## src/logic/rv32i_types_pkg.sv

```systemverilog
`default_nettype none

package rv32i_types_pkg;

  // Data and address words are always 32 bits wide in RV32I
  typedef logic [31:0] rv32i_word;

  // Control fields set up by decode and carried down the pipeline
  typedef struct packed {
    logic [6:0] opcode;
    logic [2:0] funct3;
    logic       read;
    logic       write;
    logic       load_regfile;
    logic [4:0] rd;
  } rv32i_control_word;

  // One instruction word seen either as an I-type load or as an S-type store
  typedef union packed {
    struct packed {
      logic [11:0] imm;
      logic [4:0]  rs1;
      logic [2:0]  funct3;
      logic [4:0]  rd;
      logic [6:0]  opcode;
    } ld;
    struct packed {
      logic [6:0] imm_hi;
      logic [4:0] rs2;
      logic [4:0] rs1;
      logic [2:0] funct3;
      logic [4:0] imm_lo;
      logic [6:0] opcode;
    } st;
  } rv32i_instr;

  // Everything the writeback stage needs from the memory stage
  typedef struct packed {
    rv32i_control_word ctrl;
    rv32i_instr        instr;
    rv32i_word         pc;
    rv32i_word         pc_plus4;
    rv32i_word         alu_out;
    rv32i_word         load_data;
    rv32i_word         store_data;
    rv32i_word         data_addr;
    logic              br_en;
  } mem_wb_t;

  // Width codes shared by loads and stores in funct3
  localparam logic [2:0] F3_B  = 3'b000;
  localparam logic [2:0] F3_H  = 3'b001;
  localparam logic [2:0] F3_W  = 3'b010;
  localparam logic [2:0] F3_BU = 3'b100;
  localparam logic [2:0] F3_HU = 3'b101;

  localparam logic [6:0] OP_LOAD  = 7'b0000011;
  localparam logic [6:0] OP_STORE = 7'b0100011;

  // addi x0, x0, 0
  localparam rv32i_word NOP_INSTR = 32'h0000_0013;

endpackage

`default_nettype wire

```

## src/logic/mem_stage_ctrl.sv

```systemverilog
`default_nettype none

module mem_stage_ctrl (
  input  logic                               clk,
  input  logic                               rst,
  input  rv32i_types_pkg::rv32i_control_word ctrl,
  input  logic                               data_resp,
  output logic                               data_read,
  output logic                               data_write,
  output logic                               stall,
  output logic                               advance,
  output logic                               bubble
);

  logic request;
  logic pending;

  // Strobes follow the EX/MEM control word directly
  assign data_read  = ctrl.read;
  assign data_write = ctrl.write;

  assign request = ctrl.read | ctrl.write;

  // The stage waits until the memory answers the current request
  assign stall = request & ~data_resp;

  // MEM/WB loads new contents on every edge that is not stalled
  assign advance = ~stall;

  // The first waiting edge clears MEM/WB to a bubble.
  // Later waiting edges just hold it, so the register keeps showing a NOP
  assign bubble = stall & ~pending;

  // Set for every cycle that follows a waiting edge of the same access
  always_ff @(posedge clk) begin
    if (rst) begin
      pending <= 1'b0;
    end else begin
      pending <= stall;
    end
  end

endmodule

`default_nettype wire

```

## src/logic/store_align.sv

```systemverilog
`default_nettype none

module store_align (
  input  logic [2:0]                 funct3,
  input  logic [1:0]                 offset,
  input  rv32i_types_pkg::rv32i_word store_src,
  output logic [3:0]                 data_mbe,
  output rv32i_types_pkg::rv32i_word data_wdata
);

  import rv32i_types_pkg::*;

  logic [3:0] base_mask;
  logic [4:0] shift_bits;

  // Byte lanes covered by the store before it is moved to its offset
  always_comb begin
    case (funct3)
      F3_B: begin
        base_mask = 4'b0001;
      end
      F3_H: begin
        base_mask = 4'b0011;
      end
      F3_W: begin
        base_mask = 4'b1111;
      end
      default: begin
        base_mask = 4'b1111;
      end
    endcase
  end

  assign data_mbe = base_mask << offset;

  // Eight bits per byte of offset
  assign shift_bits = {offset, 3'b000};

  // Low bytes of the source end up in the lanes named by the mask.
  // Bytes shifted into the unmasked lanes are ignored by the memory
  assign data_wdata = store_src << shift_bits;

endmodule

`default_nettype wire

```

## src/logic/load_extract.sv

```systemverilog
`default_nettype none

module load_extract (
  input  logic [2:0]                 funct3,
  input  logic [1:0]                 offset,
  input  rv32i_types_pkg::rv32i_word data_rdata,
  output rv32i_types_pkg::rv32i_word load_data
);

  import rv32i_types_pkg::*;

  rv32i_word  shifted;
  logic [4:0] shift_bits;

  assign shift_bits = {offset, 3'b000};

  // Bring the addressed byte or half-word down to bit 0
  assign shifted = data_rdata >> shift_bits;

  always_comb begin
    case (funct3)
      F3_B: begin
        load_data = {{24{shifted[7]}}, shifted[7:0]};
      end
      F3_BU: begin
        load_data = {24'h00_0000, shifted[7:0]};
      end
      F3_H: begin
        load_data = {{16{shifted[15]}}, shifted[15:0]};
      end
      F3_HU: begin
        load_data = {16'h0000, shifted[15:0]};
      end
      F3_W: begin
        load_data = data_rdata;
      end
      default: begin
        // Unused funct3 codes return the whole word
        load_data = data_rdata;
      end
    endcase
  end

endmodule

`default_nettype wire

```

## src/logic/mem_forward_unit.sv

```systemverilog
`default_nettype none

module mem_forward_unit (
  input  rv32i_types_pkg::rv32i_control_word ex_ctrl,
  input  rv32i_types_pkg::rv32i_instr        ex_instr,
  input  rv32i_types_pkg::mem_wb_t           wb,
  output logic                               fwd,
  output rv32i_types_pkg::rv32i_word         fwd_data
);

  import rv32i_types_pkg::*;

  logic       ex_is_store;
  logic       wb_is_load;
  logic [4:0] wb_rd;
  logic [4:0] ex_rs2;

  assign ex_is_store = (ex_ctrl.opcode == OP_STORE) && ex_ctrl.write;

  // A bubble in MEM/WB has a zero control word and never matches here
  assign wb_is_load = (wb.ctrl.opcode == OP_LOAD) && wb.ctrl.load_regfile;

  // Register fields sit in different places in the two formats
  assign wb_rd  = wb.instr.ld.rd;
  assign ex_rs2 = ex_instr.st.rs2;

  // x0 is never written, so a load to it has nothing to forward
  assign fwd = ex_is_store && wb_is_load && (wb_rd != 5'd0) && (wb_rd == ex_rs2);

  // The register file has not seen this value yet, so it comes from MEM/WB
  assign fwd_data = wb.load_data;

endmodule

`default_nettype wire

```

## src/logic/mem_wb_reg.sv

```systemverilog
`default_nettype none

module mem_wb_reg (
  input  logic                     clk,
  input  logic                     rst,
  input  logic                     advance,
  input  logic                     bubble,
  input  rv32i_types_pkg::mem_wb_t next,
  output rv32i_types_pkg::mem_wb_t wb
);

  import rv32i_types_pkg::*;

  // Writeback sees an all-zero register after reset, so nothing retires
  always_ff @(posedge clk) begin
    if (rst) begin
      wb <= '0;
    end else if (advance) begin
      wb <= next;
    end else if (bubble) begin
      // A NOP goes down the pipe while the access is outstanding.
      // Data fields keep their last values since nothing reads them
      wb.ctrl     <= '0;
      wb.instr    <= NOP_INSTR;
      wb.pc       <= '0;
      wb.pc_plus4 <= '0;
    end
  end

endmodule

`default_nettype wire

```

## src/logic/memory_access.sv

```systemverilog
`default_nettype none

module memory_access (
  input  logic                               clk,
  input  logic                               rst,
  input  rv32i_types_pkg::rv32i_word         pc,
  input  rv32i_types_pkg::rv32i_instr        instr,
  input  rv32i_types_pkg::rv32i_control_word ctrl,
  input  rv32i_types_pkg::rv32i_word         rs2_data,
  input  rv32i_types_pkg::rv32i_word         alu_out,
  input  logic                               br_en,
  input  rv32i_types_pkg::rv32i_word         data_rdata,
  input  logic                               data_resp,
  output rv32i_types_pkg::rv32i_word         data_addr,
  output logic [3:0]                         data_mbe,
  output rv32i_types_pkg::rv32i_word         data_wdata,
  output logic                               data_read,
  output logic                               data_write,
  output rv32i_types_pkg::mem_wb_t           wb,
  output logic                               stall
);

  import rv32i_types_pkg::*;

  logic      advance;
  logic      bubble;
  logic      fwd;
  rv32i_word fwd_data;
  rv32i_word store_src;
  rv32i_word load_data;
  mem_wb_t   next;

  // Memory is word addressed; the low bits select lanes instead
  assign data_addr = {alu_out[31:2], 2'b00};

  mem_stage_ctrl u_ctrl (
    .clk        (clk),
    .rst        (rst),
    .ctrl       (ctrl),
    .data_resp  (data_resp),
    .data_read  (data_read),
    .data_write (data_write),
    .stall      (stall),
    .advance    (advance),
    .bubble     (bubble)
  );

  mem_forward_unit u_fwd (
    .ex_ctrl  (ctrl),
    .ex_instr (instr),
    .wb       (wb),
    .fwd      (fwd),
    .fwd_data (fwd_data)
  );

  // A load that just left this stage overrides the stale rs2 value
  assign store_src = fwd ? fwd_data : rs2_data;

  store_align u_store (
    .funct3     (ctrl.funct3),
    .offset     (alu_out[1:0]),
    .store_src  (store_src),
    .data_mbe   (data_mbe),
    .data_wdata (data_wdata)
  );

  load_extract u_load (
    .funct3     (ctrl.funct3),
    .offset     (alu_out[1:0]),
    .data_rdata (data_rdata),
    .load_data  (load_data)
  );

  always_comb begin
    next.ctrl       = ctrl;
    next.instr      = instr;
    next.pc         = pc;
    next.pc_plus4   = pc + 32'd4;
    next.alu_out    = alu_out;
    next.load_data  = load_data;
    next.store_data = data_wdata;
    next.data_addr  = data_addr;
    next.br_en      = br_en;
  end

  mem_wb_reg u_mem_wb (
    .clk     (clk),
    .rst     (rst),
    .advance (advance),
    .bubble  (bubble),
    .next    (next),
    .wb      (wb)
  );

endmodule

`default_nettype wire

```

## config.mk

```make
export PLATFORM = sky130hd
export DESIGN_NAME = memory_access
export DESIGN_NICKNAME = d
export VERILOG_FILES = /design/src/logic/rv32i_types_pkg.sv /design/src/logic/mem_stage_ctrl.sv /design/src/logic/store_align.sv /design/src/logic/load_extract.sv /design/src/logic/mem_forward_unit.sv /design/src/logic/mem_wb_reg.sv /design/src/logic/memory_access.sv
export SDC_FILE = /design/constraint.sdc
export NUM_CORES = 1
export LEC_CHECK = 0
export BUFFER_PORTS_ARGS = -buffer_cell sky130_fd_sc_hd__buf_2
export CAP_MARGIN = 10
export CORE_AREA = 3 3 192 194
export DETAILED_ROUTE_END_ITERATION = 8
export DIE_AREA = 0 0 195 197
export GPL_ROUTABILITY_DRIVEN = 0
export SLEW_MARGIN = 10
export SYNTH_ARGS = -nofsm -noshare
export SYNTH_HDL_FRONTEND = slang
export SYNTH_SLANG_ARGS = --single-unit
export TNS_END_PERCENT = 100
```

## constraint.sdc

```tcl
create_clock -name clk -period 2.29 [get_ports clk]
set_input_delay 0.458 -clock clk [delete_from_list [all_inputs] [get_ports clk]]
set_output_delay 0.458 -clock clk [all_outputs]
set_load 0.01 [all_outputs]
```

==> flow_summary.toml <==
[sta]
clock_skew_ps = 15.0
rsz0062_at_grt = "true"
drv_slew = 0
worst_pin_slew_ps = 670
min_period_ps = 3070
relSlewSlack = 0.550
period_share = 1.34
hold_violations = 0
fmax_mhz = 326
finalWorstSetupSlack_ps = -782
setup_viol = 35
hold_ws_ps = 153

[die]
initial_core_util = 0.277
dieArea_um2 = 38400
ioPinCount = 496
rows = 69
chipHeight_um = 197
die_w_um = 195
coreArea_um2 = 35400

[synthesis]
synth_edf_count = 0
synthFlopType = "dfxtp_1"
avgSynthCellArea_um2 = 8.50
synthArstFlopShare = 0
yosysUniqueCellTypes = 48
syn_area_um2 = 9800
synth-seq-area-share = 0.429
synth_cells = 1154
ys_ff_latch = 210
ys_warn_count = 0

[critical_path]
cp.required_ps = 1830
arrival_ps = 2610
endpoint_kind = "output port"
startpoint = "u_mem_wb.wb[242]$_SDFFE_PP0P_"
reg2reg_depth = 11
cp_max_fo = 7
critPathKind = "flop to output port"
reg2reg_from = "u_mem_wb.wb[242]$_SDFFE_PP0P_"
start_kind = "flop"

[routing]
vias = 10800
firstDrtPassIters = 5
wl_per_cell_um = 20.4
drcViolationCount = 0
drtIter0Drc = 575
routed_wirelength_mm = 43.7
routed_via_density = 5.04
drtAntennaViolNets = 0

[min_path]
hp-start = "pc[0]"
worstHoldPathCells = 2
min_path_type = "primary input to flop"

[layout]
drive_gt1_frac = 0.445
design_area_um2 = 14600
nets = 1850
area_growth_pct = 48.5
n_fill_cell = 3611

[cts]
clk_latency_ps = 530
postCtsHoldBufs = 0
cts_made_buffers = 25
cts_root_buffer = "clkbuf_16"
clock_tree.buffer_depth = 3
cts_sinks = 210
clk_pin_slew_ps = 60
cts_tree = "yes"
htree_levels = 1

[power_and_ir_drop]
p_per_area_nw_per_um2 = 713
swShare = 0.279
clockPowerShare = 0.421
vdd_drop_max_mv = 0.625
power_switching_mw = 2.89
p_leak_nw = 6.98
intPower_mw = 7.48
comb_power_share = 0.189
pwr-share-seq = 0.390
total_power_mw = 10.4

[place]
place_ws_ps = -512
hpwl_mm = 32.9
io_buffers = 491
dpl_cell_area_um2 = 13000

[grt]
grt_pass1_wl_mm = 63.2
overflow = 0
grt_pass1_vias = 10300
grt_antenna_before_repair = 2
grt_max_degree = 70
track_usage = 0.209

[outcome]
violations = "setup timing"
outcome = "finished with violations"

[job]
cap_viol_max_count = 0
-- stage by stage --
step / utilization / instances / TNS, ps
6_report: 0.411 / 2146 / -22590
5_1_grt: 0.411 / 2145 / -25950
4_1_cts: 0.406 / 2141 / -23760
3_5_place_dp: 0.369 / 2073 / -17880
3_3_place_gp: 0.369 / 2073 / -14600
2_1_floorplan: - / 1157 / 0
-- synth_stat cells, types with 2 or more instances --
cell type	instances	area, um^2
a311oi_1	2	17.5
a22o_1	69	604
a21oi_1	113	566
clkbuf_1	68	255
buf_2	12	60.1
nand2_1	172	646
o211a_1	8	80.1
nor2b_1	2	12.5
nand2b_1	3	18.8
and4_1	2	17.5
inv_1	8	30.0
o31ai_1	8	60.1
buf_1	8	30.0
nand4_1	8	50.1
buf_4	69	518
xnor2_1	16	140
a211oi_1	20	150
o21a_1	8	60.1
or3_1	2	12.5
nor3_1	13	65.1
o21ai_1	18	90.1
o21ai_0	26	130
a31oi_1	17	106
mux2_2	16	180
and3_1	6	37.5
nand3_1	51	255
nor2_1	86	323
o221ai_1	7	61.3
xor2_1	15	131
dfxtp_1	210	4200
mux2i_1	64	641
buf_6	3	33.8
nor4_1	7	43.8
nor3b_1	3	22.5
-- worst paths after layout --
check	to	slack [ps]
min reg2reg	u_mem_wb.wb[44]$_SDFFE_PP0N_	450
max	data_wdata[0]	-780
min	u_mem_wb.wb[129]$_SDFFE_PP0P_	150
max reg2reg	u_mem_wb.wb[33]$_SDFFE_PP0N_	-80
-- layer usage --
layer / GRT usage / share of wire
met2: 0.352 / 0.48
met3: 0.0491 / 0.087
met5: 0 / 0.00050
met1: 0.266 / 0.40
met4: 0.0676 / 0.032
-- cell type report --
class	count	area, um^2	share of cell area
sequential	210	4210	0.289
multi-input combinational	778	4960	0.341
clock buffer	31	708	0.0486
inverter	8	31.3	0.00215
tap	461	577	0.0396
clock inverter	13	201	0.0138
timing repair buffer	644	3870	0.266
antenna	1	2.50	0.000172
-- registers in the layout, summed over array words and instances (netlist names) --
name            count
u_mem_wb.wb       209
u_ctrl.pending      1
-- repair_timing --
item                       in CTS  in global routing
buffers inserted               22                 11
setup endpoints to repair      32                 46
pin swaps                       4                  7
gates cloned                    2                  0
resized for setup              39                 34
-- layout by cell type, fill, tap and decap left out, types with 4 or more instances in the layout --
cell type  instances
o21a_1             8
a31oi_1           17
nor3_1            13
nor2_1            80
buf_8              5
o21ai_1           16
mux2i_4           15
buf_12            13
conb_1             4
mux2_2            16
a22o_1            69
o221ai_1           7
mux2i_2            8
nand3_1           51
and3_1             6
o21ai_0           26
clkbuf_8           6
nand4_1            8
buf_2            485
a211oi_1          18
a21oi_1          113
nor4_1             7
clkinv_2           5
nand2_1          172
bufinv_16          5
inv_1              7
o31ai_1            7
xor2_1            15
o211a_1            8
mux2i_1           41
dfxtp_1          208
buf_6             12
nor2_2             4
xnor2_1           16
clkbuf_16         25
buf_4            129
-- power by group through the flow --
| stage | combinational (mW) | sequential [mW] | clock, mW |
|---|---|---|---|
| floorplan | 0.803 | 4.19 | 0 |
| global placement | 1.84 | 4.12 | 0 |
| detailed placement | 1.85 | 4.12 | 0 |
| CTS | 1.91 | 4.05 | 4.48 |
| global route | 2.11 | 4.07 | 4.60 |
| finish | 1.96 | 4.05 | 4.37 |
-- worst max-delay path, cell delays in order, from the launching register on --
cell and delay [ps]:
dfxtp_2 320, nor4b_2 270, nand4_1 180, a2111oi_4 360, buf_6 170, buf_12 160
buf_12 160, mux2i_4 250, nor2_1 60, buf_2 140
-- cells by family (layout without fill, tap and decap cells) --
group / count (synthesis) / in the layout / synth area share
DFF: 210 / 210 / 0.429
muxes: 81 / 81 / 0.0860
xor gates and xnor gates: 31 / 31 / 0.0277
other: 1 / 5 / 0.000382
and+or+nand+nor: 360 / 360 / 0.158
adders and majority gates: 1 / 1 / 0.00128
buffers and inverters: 169 / 696 / 0.0951
AOI/OAI and AO/OA: 301 / 301 / 0.203
Power figures use the tool's default switching activity.
